### src/hw/alu_config.svh
`ifndef ALU_CONFIG_SVH
`define ALU_CONFIG_SVH

// ------------------------------------------------------------
// datapath
// ------------------------------------------------------------
`define ALU_XLEN 32 // operand width.
`define ALU_SHW 5 // shift amount bits.
`define ALU_MUL_STAGES 2 // multiplier latency.

// ------------------------------------------------------------
// host bus
// ------------------------------------------------------------
`define AXIL_AW 8

`endif
### src/hw/axil_pkg.sv
`include "alu_config.svh"

package axil_pkg;

	localparam int AXIL_DW = 32;
	localparam int AXIL_SW = AXIL_DW / 8;

	typedef enum logic [1:0] {
		RESP_OKAY   = 2'b00,
		RESP_SLVERR = 2'b10
	} axil_resp_e;

	// ------------------------------------------------------------
	// channel payloads, handshakes travel beside them
	// ------------------------------------------------------------
	typedef struct packed {
		logic [`AXIL_AW-1:0] addr;
	} axil_aw_t;

	typedef struct packed {
		logic [AXIL_DW-1:0] data;
		logic [AXIL_SW-1:0] strb;
	} axil_w_t;

	typedef struct packed {
		axil_resp_e resp;
	} axil_b_t;

	typedef struct packed {
		logic [`AXIL_AW-1:0] addr;
	} axil_ar_t;

	typedef struct packed {
		logic [AXIL_DW-1:0] data;
		axil_resp_e         resp;
	} axil_r_t;

endpackage

### src/hw/alu_pkg.sv
`include "alu_config.svh"

package alu_pkg;

	typedef enum logic [4:0] {
		OP_ADD, OP_SUB, OP_SLL, OP_SRL, OP_SRA, // 0..4
		OP_AND, OP_OR, OP_XOR, OP_SLT, OP_SLTU, // 5..9
		OP_MUL, OP_MULH, OP_MULHSU, OP_MULHU, // 10..13
		OP_DIV, OP_DIVU, OP_REM, OP_REMU, // 14..17
		OP_BEQ, OP_BNE, OP_BLT, OP_BGE, OP_BLTU, OP_BGEU // 18..23
	} alu_op_e;

	typedef enum logic [1:0] {
		CLS_SINGLE,
		CLS_MUL,
		CLS_DIV
	} alu_class_e;

	typedef enum logic [1:0] {
		MUL_SS,
		MUL_SU, // a signed, b unsigned.
		MUL_UU
	} mul_mode_e;

	typedef struct packed {
		alu_op_e              op;
		logic [`ALU_XLEN-1:0] a;
		logic [`ALU_XLEN-1:0] b;
	} alu_req_t;

	typedef struct packed {
		logic [`ALU_XLEN-1:0] value;
		logic                 taken;
	} alu_res_t;

	function automatic alu_class_e op_class(alu_op_e op);
		case (op)
			OP_MUL, OP_MULH, OP_MULHSU, OP_MULHU: return CLS_MUL;
			OP_DIV, OP_DIVU, OP_REM, OP_REMU: return CLS_DIV;
			default: return CLS_SINGLE;
		endcase
	endfunction

endpackage

### src/hw/alu_top.sv
`timescale 1ns/1ps

module alu_top import alu_pkg::*; import axil_pkg::*; (
	input  logic     clk,
	input  logic     arst_n,
	input  axil_aw_t aw,
	input  logic     awvalid,
	output logic     awready,
	input  axil_w_t  w,
	input  logic     wvalid,
	output logic     wready,
	output axil_b_t  b,
	output logic     bvalid,
	input  logic     bready,
	input  axil_ar_t ar,
	input  logic     arvalid,
	output logic     arready,
	output axil_r_t  r,
	output logic     rvalid,
	input  logic     rready
);

	alu_req_t req;
	alu_res_t res;
	logic     start;
	logic     busy;
	logic     done;

	alu_regs u_alu_regs (
		.clk     (clk),
		.arst_n  (arst_n),
		.aw      (aw),
		.awvalid (awvalid),
		.awready (awready),
		.w       (w),
		.wvalid  (wvalid),
		.wready  (wready),
		.b       (b),
		.bvalid  (bvalid),
		.bready  (bready),
		.ar      (ar),
		.arvalid (arvalid),
		.arready (arready),
		.r       (r),
		.rvalid  (rvalid),
		.rready  (rready),
		.req     (req),
		.start   (start),
		.busy    (busy),
		.done    (done),
		.res     (res)
	);

	alu u_alu (
		.clk    (clk),
		.arst_n (arst_n),
		.req    (req),
		.start  (start),
		.busy   (busy),
		.done   (done),
		.res    (res)
	);

endmodule

### src/hw/alu_regs.sv
`timescale 1ns/1ps
`include "alu_config.svh"

module alu_regs import alu_pkg::*; import axil_pkg::*; (
	input  logic     clk,
	input  logic     arst_n,
	input  axil_aw_t aw,
	input  logic     awvalid,
	output logic     awready,
	input  axil_w_t  w,
	input  logic     wvalid,
	output logic     wready,
	output axil_b_t  b,
	output logic     bvalid,
	input  logic     bready,
	input  axil_ar_t ar,
	input  logic     arvalid,
	output logic     arready,
	output axil_r_t  r,
	output logic     rvalid,
	input  logic     rready,
	output alu_req_t req,
	output logic     start,
	input  logic     busy,
	input  logic     done,
	input  alu_res_t res
);

	localparam logic [`AXIL_AW-1:0] ADDR_OPA    = 'h00;
	localparam logic [`AXIL_AW-1:0] ADDR_OPB    = 'h04;
	localparam logic [`AXIL_AW-1:0] ADDR_OP     = 'h08;
	localparam logic [`AXIL_AW-1:0] ADDR_STATUS = 'h0C;
	localparam logic [`AXIL_AW-1:0] ADDR_RESULT = 'h10;
	localparam int OPW = $bits(alu_op_e);

	logic [`ALU_XLEN-1:0] opa;
	logic [`ALU_XLEN-1:0] opb;
	logic [`ALU_XLEN-1:0] result;
	alu_op_e              op_q;
	logic                 done_q;
	logic                 taken_q;
	logic                 wr_fire;
	logic                 rd_fire;
	logic                 alu_busy;
	logic                 op_legal;
	axil_resp_e           wr_resp;
	logic [AXIL_DW-1:0]   rd_data;
	axil_resp_e           rd_resp;

	function automatic logic [AXIL_DW-1:0] merge(logic [AXIL_DW-1:0] old, axil_w_t wr);
		logic [AXIL_DW-1:0] val;
		val = old;
		for (int i = 0; i < AXIL_SW; i++) begin
			if (wr.strb[i]) begin
				val[8*i +: 8] = wr.data[8*i +: 8];
			end
		end
		return val;
	endfunction

	assign wr_fire  = awvalid & wvalid & ~bvalid; // aw and w taken together.
	assign awready  = wr_fire;
	assign wready   = wr_fire;
	assign rd_fire  = arvalid & ~rvalid;
	assign arready  = rd_fire;
	assign alu_busy = busy | start;
	assign op_legal = (w.data[AXIL_DW-1:OPW] == '0) && (w.data[OPW-1:0] <= OP_BGEU);
	assign req      = '{op: op_q, a: opa, b: opb};

	// ------------------------------------------------------------
	// write path
	// ------------------------------------------------------------
	always_comb begin
		wr_resp = RESP_SLVERR;
		case (aw.addr)
			ADDR_OPA, ADDR_OPB: wr_resp = RESP_OKAY;
			ADDR_OP: wr_resp = (op_legal && !alu_busy) ? RESP_OKAY : RESP_SLVERR;
			default: ;
		endcase
	end

	always_ff @(posedge clk or negedge arst_n) begin
		if (!arst_n) begin
			opa     <= '0;
			opb     <= '0;
			op_q    <= OP_ADD;
			start   <= 1'b0;
			bvalid  <= 1'b0;
			b       <= '0;
			done_q  <= 1'b0;
			taken_q <= 1'b0;
			result  <= '0;
		end else begin
			start <= 1'b0;
			if (bvalid && bready) begin
				bvalid <= 1'b0;
			end
			if (wr_fire) begin
				bvalid <= 1'b1;
				b.resp <= wr_resp;
				if (wr_resp == RESP_OKAY) begin
					case (aw.addr)
						ADDR_OPA: opa <= merge(opa, w);
						ADDR_OPB: opb <= merge(opb, w);
						default: begin // legal op write.
							op_q   <= alu_op_e'(w.data[OPW-1:0]);
							start  <= 1'b1;
							done_q <= 1'b0;
						end
					endcase
				end
			end
			if (done) begin
				done_q  <= 1'b1;
				taken_q <= res.taken;
				result  <= res.value;
			end
		end
	end

	// ------------------------------------------------------------
	// read path
	// ------------------------------------------------------------
	always_comb begin
		rd_data = '0;
		rd_resp = RESP_OKAY;
		case (ar.addr)
			ADDR_OPA: rd_data = opa;
			ADDR_OPB: rd_data = opb;
			ADDR_OP: rd_data = {{(AXIL_DW-OPW){1'b0}}, op_q};
			ADDR_STATUS: rd_data = {{(AXIL_DW-3){1'b0}}, taken_q, done_q, alu_busy};
			ADDR_RESULT: rd_data = result;
			default: rd_resp = RESP_SLVERR;
		endcase
	end

	always_ff @(posedge clk or negedge arst_n) begin
		if (!arst_n) begin
			rvalid <= 1'b0;
			r      <= '0;
		end else begin
			if (rvalid && rready) begin
				rvalid <= 1'b0;
			end
			if (rd_fire) begin
				rvalid <= 1'b1;
				r      <= '{data: rd_data, resp: rd_resp};
			end
		end
	end

endmodule

### src/hw/alu.sv
`timescale 1ns/1ps
`include "alu_config.svh"

module alu import alu_pkg::*; (
	input  logic     clk,
	input  logic     arst_n,
	input  alu_req_t req,
	input  logic     start,
	output logic     busy,
	output logic     done,
	output alu_res_t res
);

	localparam int W = `ALU_XLEN;

	typedef enum logic [1:0] {
		ST_IDLE,
		ST_MUL_WAIT,
		ST_DIV_RUN,
		ST_DIV_FIX
	} state_e;

	state_e              state;
	alu_req_t            req_q;
	logic [4:0]          cnt;
	alu_class_e          cls;
	logic                sub_like;
	logic                uns_cmp;
	logic [W:0]          a_ext;
	logic [W:0]          b_ext;
	logic [W:0]          sum;
	logic                eq;
	logic                lt;
	logic [`ALU_SHW-1:0] sh;
	logic [W-1:0]        one_val;
	logic                one_taken;
	mul_mode_e           mode;
	logic [2*W-1:0]      prod;
	logic [W-1:0]        mul_val;
	logic [W-1:0]        quot;
	logic [W-1:0]        remd;
	logic                div_init;
	logic                div_step;
	logic                div_last;
	logic                div_zero;
	logic                div_ovf;
	logic [W-1:0]        div_val;

	assign cls = op_class(req.op);

	// ------------------------------------------------------------
	// shared adder, logic, shifter, compare
	// ------------------------------------------------------------
	assign sub_like = req.op inside {OP_SUB, OP_SLT, OP_SLTU, OP_BEQ, OP_BNE,
		OP_BLT, OP_BGE, OP_BLTU, OP_BGEU};
	assign uns_cmp  = req.op inside {OP_SLTU, OP_BLTU, OP_BGEU};
	assign a_ext    = {~uns_cmp & req.a[W-1], req.a};
	assign b_ext    = {~uns_cmp & req.b[W-1], req.b} ^ {(W+1){sub_like}};
	assign sum      = a_ext + b_ext + {{W{1'b0}}, sub_like};
	assign eq       = (sum[W-1:0] == '0);
	assign lt       = sum[W]; // sign of the 33 bit difference.
	assign sh       = req.b[`ALU_SHW-1:0];

	always_comb begin
		one_val   = '0; // branches return zero.
		one_taken = 1'b0;
		case (req.op)
			OP_ADD, OP_SUB: one_val = sum[W-1:0];
			OP_SLL: one_val = req.a << sh;
			OP_SRL: one_val = req.a >> sh;
			OP_SRA: one_val = $signed(req.a) >>> sh;
			OP_AND: one_val = req.a & req.b;
			OP_OR: one_val = req.a | req.b;
			OP_XOR: one_val = req.a ^ req.b;
			OP_SLT, OP_SLTU: one_val = {{(W-1){1'b0}}, lt};
			OP_BEQ: one_taken = eq;
			OP_BNE: one_taken = ~eq;
			OP_BLT, OP_BLTU: one_taken = lt;
			OP_BGE, OP_BGEU: one_taken = ~lt;
			default: ;
		endcase
	end

	// ------------------------------------------------------------
	// multiply and divide
	// ------------------------------------------------------------
	assign mode = (req.op == OP_MULHU) ? MUL_UU :
		(req.op == OP_MULHSU) ? MUL_SU : MUL_SS;

	multi u_multi (
		.clk    (clk),
		.arst_n (arst_n),
		.a      (req.a),
		.b      (req.b),
		.mode   (mode),
		.prod   (prod)
	);

	assign mul_val  = (req_q.op == OP_MUL) ? prod[W-1:0] : prod[2*W-1:W];
	assign div_init = start & (cls == CLS_DIV);
	assign div_step = (state == ST_DIV_RUN);
	assign div_last = div_step & (cnt == 5'(W-1));

	long_div u_long_div (
		.clk      (clk),
		.arst_n   (arst_n),
		.dividend (req.a),
		.divisor  (req.b),
		.unsign   (req.op inside {OP_DIVU, OP_REMU}),
		.init     (div_init),
		.step     (div_step),
		.last     (div_last),
		.quot     (quot),
		.remd     (remd)
	);

	assign div_zero = (req_q.b == '0);
	assign div_ovf  = (req_q.op inside {OP_DIV, OP_REM}) &&
		(req_q.a == {1'b1, {(W-1){1'b0}}}) && (&req_q.b);

	always_comb begin
		if (req_q.op inside {OP_REM, OP_REMU}) begin
			div_val = div_zero ? req_q.a : (div_ovf ? '0 : remd);
		end else begin
			div_val = div_zero ? '1 : (div_ovf ? req_q.a : quot);
		end
	end

	always_ff @(posedge clk) begin
		if (start) begin
			req_q <= req;
		end
	end

	// ------------------------------------------------------------
	// sequencer
	// ------------------------------------------------------------
	always_ff @(posedge clk or negedge arst_n) begin
		if (!arst_n) begin
			state <= ST_IDLE;
			cnt   <= '0;
			busy  <= 1'b0;
			done  <= 1'b0;
			res   <= '0;
		end else begin
			done <= 1'b0;
			if (done) begin
				busy <= 1'b0;
			end
			case (state)
				ST_IDLE: begin
					if (start) begin
						busy <= 1'b1;
						cnt  <= '0;
						if (cls == CLS_MUL) begin
							state <= ST_MUL_WAIT;
						end else if (cls == CLS_DIV) begin
							state <= ST_DIV_RUN; // init happened this cycle.
						end else begin
							done <= 1'b1;
							res  <= '{value: one_val, taken: one_taken};
						end
					end
				end
				ST_MUL_WAIT: begin
					cnt <= cnt + 5'd1;
					if (cnt == 5'(`ALU_MUL_STAGES - 1)) begin
						state <= ST_IDLE;
						done  <= 1'b1;
						res   <= '{value: mul_val, taken: 1'b0};
					end
				end
				ST_DIV_RUN: begin
					cnt <= cnt + 5'd1;
					if (div_last) begin
						state <= ST_DIV_FIX;
					end
				end
				default: begin // divide fix-up.
					state <= ST_IDLE;
					done  <= 1'b1;
					res   <= '{value: div_val, taken: 1'b0};
				end
			endcase
		end
	end

endmodule

### src/hw/multi.sv
`timescale 1ns/1ps
`include "alu_config.svh"

module multi import alu_pkg::*; (
	input  logic                   clk,
	input  logic                   arst_n,
	input  logic [`ALU_XLEN-1:0]   a,
	input  logic [`ALU_XLEN-1:0]   b,
	input  mul_mode_e              mode,
	output logic [2*`ALU_XLEN-1:0] prod
);

	localparam int W = `ALU_XLEN;

	logic signed [W:0]     a_ext;
	logic signed [W:0]     b_ext;
	logic signed [2*W+1:0] full;
	logic [2*W-1:0]        pipe [`ALU_MUL_STAGES];

	// 33 bit operands cover every sign mix.
	always_comb begin
		a_ext = {(mode != MUL_UU) & a[W-1], a};
		b_ext = {(mode == MUL_SS) & b[W-1], b};
	end

	assign full = a_ext * b_ext;

	always_ff @(posedge clk or negedge arst_n) begin
		if (!arst_n) begin
			for (int i = 0; i < `ALU_MUL_STAGES; i++) begin
				pipe[i] <= '0;
			end
		end else begin
			pipe[0] <= full[2*W-1:0]; // top two bits are sign copies.
			for (int i = 1; i < `ALU_MUL_STAGES; i++) begin
				pipe[i] <= pipe[i-1];
			end
		end
	end

	assign prod = pipe[`ALU_MUL_STAGES-1];

endmodule

### src/hw/long_div.sv
`timescale 1ns/1ps
`include "alu_config.svh"

module long_div (
	input  logic                 clk,
	input  logic                 arst_n,
	input  logic [`ALU_XLEN-1:0] dividend,
	input  logic [`ALU_XLEN-1:0] divisor,
	input  logic                 unsign,
	input  logic                 init,
	input  logic                 step,
	input  logic                 last,
	output logic [`ALU_XLEN-1:0] quot,
	output logic [`ALU_XLEN-1:0] remd
);

	localparam int W = `ALU_XLEN;

	logic [W-1:0] q; // dividend bits out, quotient bits in.
	logic [W-1:0] r;
	logic [W-1:0] dvs;
	logic         neg_q;
	logic         neg_r;
	logic         dvd_neg;
	logic         dvs_neg;
	logic [W:0]   trial;
	logic [W:0]   diff;
	logic [W-1:0] q_next;
	logic [W-1:0] r_next;

	assign dvd_neg = ~unsign & dividend[W-1];
	assign dvs_neg = ~unsign & divisor[W-1];

	// ------------------------------------------------------------
	// one restoring step
	// ------------------------------------------------------------
	always_comb begin
		trial = {r, q[W-1]};
		diff  = trial - {1'b0, dvs};
		if (diff[W]) begin // negative, restore.
			r_next = trial[W-1:0];
			q_next = {q[W-2:0], 1'b0};
		end else begin
			r_next = diff[W-1:0];
			q_next = {q[W-2:0], 1'b1};
		end
	end

	always_ff @(posedge clk or negedge arst_n) begin
		if (!arst_n) begin
			q     <= '0;
			r     <= '0;
			dvs   <= '0;
			neg_q <= 1'b0;
			neg_r <= 1'b0;
		end else if (init) begin
			q     <= dvd_neg ? -dividend : dividend;
			r     <= '0;
			dvs   <= dvs_neg ? -divisor : divisor;
			neg_q <= dvd_neg ^ dvs_neg;
			neg_r <= dvd_neg; // remainder takes the dividend sign.
		end else if (step) begin
			q <= (last && neg_q) ? -q_next : q_next;
			r <= (last && neg_r) ? -r_next : r_next;
		end
	end

	assign quot = q;
	assign remd = r;

endmodule

### config.mk
export PLATFORM = sky130hd
export DESIGN_NAME = alu_top
export DESIGN_NICKNAME = d
export VERILOG_FILES = /design/src/hw/axil_pkg.sv /design/src/hw/alu_pkg.sv /design/src/hw/alu_top.sv /design/src/hw/alu_regs.sv /design/src/hw/alu.sv /design/src/hw/multi.sv /design/src/hw/long_div.sv
export VERILOG_INCLUDE_DIRS = /design/src /design/src/hw
export SDC_FILE = /design/constraint.sdc
export NUM_CORES = 2
export LEC_CHECK = 0
export BUFFER_PORTS_ARGS = -buffer_cell sky130_fd_sc_hd__buf_4
export CORE_UTILIZATION = 50
export CTS_CLUSTER_DIAMETER = 50
export CTS_CLUSTER_SIZE = 28
export DETAILED_ROUTE_END_ITERATION = 7
export PLACE_DENSITY = 0.66
export SLEW_MARGIN = 20
export SYNTH_ARGS = -nofsm -noshare
export SYNTH_HDL_FRONTEND = slang
export SYNTH_HIERARCHICAL = 1
export SYNTH_SLANG_ARGS = --single-unit
### constraint.sdc
create_clock -name clk -period 24.3 [get_ports clk]
set_input_delay 4.86 -clock clk [delete_from_list [all_inputs] [get_ports clk]]
set_output_delay 4.86 -clock clk [all_outputs]
set_load 0.05 [all_outputs]
==> results.txt <==
----------------------------------------------------
[Cells and area]
  NumNets Final ... a little over 9000
  Commonest non-fill, non-tap cells in the layout ... inv_1, fa_1, nand2_1, a21oi_1, nor2_1
  Filler instances ... ~13000
  Layout-stage area growth over the synthesis result ... 5.22%
  Proportion of layout cells with a drive suffix above 1 ... 7.93%
  Most common library cell in the layout ignoring fill and taps ... inv_1

[Worst setup path]
  Critical path, cell by cell ... buf_4 -> nand2_1 -> buf_4 -> inv_1 -> buf_4
  Total buffers and inverters traversed by the critical path ... 4
  Slowest stage cell on the critical path ... buf_4
  Path depth of the worst reg2reg path ... 28
  CP peak stage delay ... 0.39 ns
  WP data arrival ... 5.83 ns
  Endpoint required time on the critical path ... a little under 20 ns
  Reg2reg end ... u_alu/u_multi/pipe[126]
  Critical R2R Launch ... u_alu_regs/op_q[2]
  Top delay family on crit path ... buffers and inverters
  Path type of the worst setup path ... in2out
  Crit path top cell by count ... buf_4
  Largest fanout on the critical path ... 35
  Crit path launch type ... input port
  Nature of the critical path endpoint ... output port
  Worst R2R Setup Slack ... 13.75 ns

[Floorplan]
  Vertical die dimension ... 378 µm
  Placeable Area ... roughly 0.14 mm²
  Number of placed I/O pins ... 100
  Chip Width ... 378 µm
  Initial Utilization ... 50.6%
  Die Footprint ... roughly 0.14 mm²
  Rows ... roughly 140

[Job]
  Max-cap viol count ... 0

[Synth]
  Number of standard cells after synthesis ... 7894
  Number of flops mapped to enable cells by yosys ... 69
  Top_reg_cell synth ... dfrtp_1
  Post-synthesis async set-or-reset flop share ... 85.5%
  Cell Area, Synth ... ~0.071 mm²
  Count of synthesis-stage warnings from yosys ... 6
  Count of different cell masters after synthesis ... 117
  Post-Synthesis Mean Instance Area ... around 9 µm²
  Fraction of the yosys area taken by sequential cells ... 17.3%
  Total of flip-flops plus latches after synthesis ... 477

[GRT]
  First-pass GRT wire length ... 377 mm
  Largest net degree at the start of global routing ... ~110
  Total global routing track utilization ... between 30% and 40%
  Antenna violations before repair ... 25
  Aggregate global routing overflow ... 0
  Via count of the first global-routing pass ... 59635

[Place]
  Post-detail-place hpwl ... 185 mm
  Input/output buffers ... 97
  Final Wtd Congestion ... 1.07

[STA]
  Setup repair after global routing missed its margin ... no
  Pins Over Slew Limit ... 0
  Tcrit/Tclk final ... 44.0%
  Hold slack final ... about 0.35 ns
  Relative slew margins ... 26.9%
  Setup_tns ... 0 ns
  Setup violation total in the final timing report ... 0
  Clock period minus worst slack ... 10.69 ns
  Worst-case clock skew ... 0.0399 ns
  Maximum clock frequency ... between 0.09 and 0.1 GHz
  Final-report hold violation count ... 0
  Slew at the pin closest to its max-slew limit ... between 1 and 1.5 ns

[Detailed routing]
  Antenna Violating Nets Remaining ... 0
  Drt drc ... 2
  Initial DRC count ... 6028
  WL per Instance ... 26.3 µm
  Router iterations before antenna repair ... 8
  Post-Route WL ... 251 mm
  Routed via count ... 58280
  Detail-routed via count per cell ... around 6

[Worst hold path]
  Cell depth of the worst min-delay path ... 0
  Worst min path class ... reg2reg
  Worst Hold Endpoint ... u_alu/u_multi/prod[43]
  HP Start ... u_alu/u_multi/pipe[107]

[Clocking]
  Insertion delay to the later sink of the worst-skew pair ... 0.67 ns
  Maximum number of buffers from clock root to sink ... 3
  Clock buffers created by TritonCTS ... 49
  H-tree depth reported by CTS ... 2
  Post-CTS setup buffers ... 0
  Reg clk slew, reported paths ... 0.09 ns
  Count of instances resized after the clock tree is built ... 0
  Root cell of the clock tree ... clkbuf_16
  CTS hold repair buffers ... 0
  CTS tree ... yes
  CTS sink cnt ... approximately 480

[Pwr]
  Worst-case vdd ir drop ... roughly 0.049 mV
  Power density over the cells ... 24.4 mW/mm²
  Leakage power figure ... 34.3 nW

[Run status]
  Result of the run ... finished, violations left
  Violations in the final reports ... design-rule violations

----------------------------------------------------
[how the worst max path moves through the flow]
stage / from / to / slack, ns / cells past startpoint
global route: u_alu_regs/op_q[1] / u_alu/u_multi/pipe[126] / 13.26 / 29
floorplan: wvalid / wready / 13.72 / 3
finish: arvalid / arready / 13.61 / 5
global placement: arvalid / arready / 13.63 / 5
detailed placement: arvalid / arready / 13.60 / 5
CTS: arvalid / arready / 13.60 / 5
[stage by stage]
step,cell area (µm²),util (%),setup WS (ns),instances,power [mW]
floorplan,70900,-,13.72,7895,0.900
global placement,72700,51.9,13.63,9472,0.973
detailed placement,72700,51.9,13.60,9472,0.973
CTS,74500,53.2,13.60,9564,1.83
global route,74600,53.2,13.26,9565,1.87
finish,74600,53.2,13.61,9570,1.82
[kinds of logic (layout without fill, tap and decap cells)]
kind of cell | after synthesis | in the layout | synth area share, %
other cells | 1 | 7 | 0.00529
mux | 280 | 280 | 4.61
simple gates | 2265 | 2265 | 14.9
buf+inv | 1837 | 1631 | 10.2
flops | 477 | 477 | 17.3
compound gates | 1296 | 1296 | 11.6
xor+xnor | 254 | 254 | 3.17
fa+ha+maj | 1484 | 1484 | 38.1
[layout make-up]
cell class | count | area, µm² | share of cell area, %
antenna | 5 | 12.5 | 0.0168
clock buffer | 54 | 1300 | 1.74
clock inverter | 38 | 562 | 0.753
inverter | 1329 | 4990 | 6.69
multi-input combinational | 5581 | 51400 | 68.9
sequential | 477 | 12400 | 16.6
tap | 1876 | 2350 | 3.15
timing repair buffer | 210 | 1590 | 2.13
[state kept, by name (all words and copies together) (netlist names), 2 cells and up]
name                   cells
u_alu/u_long_div/quot     32
u_alu_regs/result         32
u_alu_regs/opa            32
u_alu_regs/op_q            5
u_alu/req_q               69
u_alu/u_long_div/remd     32
u_alu/state                2
u_alu/res                 33
u_alu_regs/r              33
u_alu/u_multi/pipe        64
u_alu/u_long_div/dvs      32
u_alu_regs/opb            32
u_alu/u_multi/prod        64
u_alu/cnt                  5
[metal layers]
| metal | global-route usage (%) | up-vias | part of all wire, % |
|---|---|---|---|
| li1 | - | 24692 | - |
| met1 | 46.5 | 29497 | 39 |
| met2 | 55.6 | 3291 | 45 |
| met3 | 6.32 | 786 | 9.2 |
| met4 | 20.3 | 14 | 6.6 |
| met5 | 0 | - | 0.041 |
[cells in the mapped netlist, types with 27 or more instances]
library cell | instances | area (µm²)
inv_1 | 1326 | 4980
fa_1 | 1127 | 22600
nand2_1 | 1060 | 3980
a21oi_1 | 452 | 2260
dfrtp_1 | 408 | 10200
nor2_1 | 399 | 1500
ha_1 | 357 | 4470
clkbuf_1 | 354 | 1330
and2_1 | 283 | 1770
o21ai_0 | 262 | 1310
xnor2_1 | 178 | 1560
mux2_2 | 127 | 1430
mux2i_1 | 127 | 1270
nand3_1 | 92 | 460
nor3_1 | 76 | 380
xor2_1 | 75 | 657
buf_4 | 74 | 556
edfxtp_1 | 69 | 2070
a22oi_1 | 66 | 495
o211ai_1 | 59 | 443
a21o_1 | 58 | 435
a31oi_1 | 55 | 344
buf_2 | 48 | 240
nor4_1 | 46 | 288
nand2b_1 | 45 | 282
and3_1 | 44 | 275
a221oi_1 | 40 | 350
nand4_1 | 40 | 250
a211oi_1 | 36 | 270
or3_1 | 34 | 213
a22o_1 | 29 | 254
buf_1 | 27 | 101
[power by group]
part           total, mW  internal (mW)  switching, mW
Clock              0.860          0.436          0.424
Combinational      0.140         0.0368          0.103
Sequential         0.822          0.812         0.0100
Note: power is estimated with default switching activity, not from simulation.
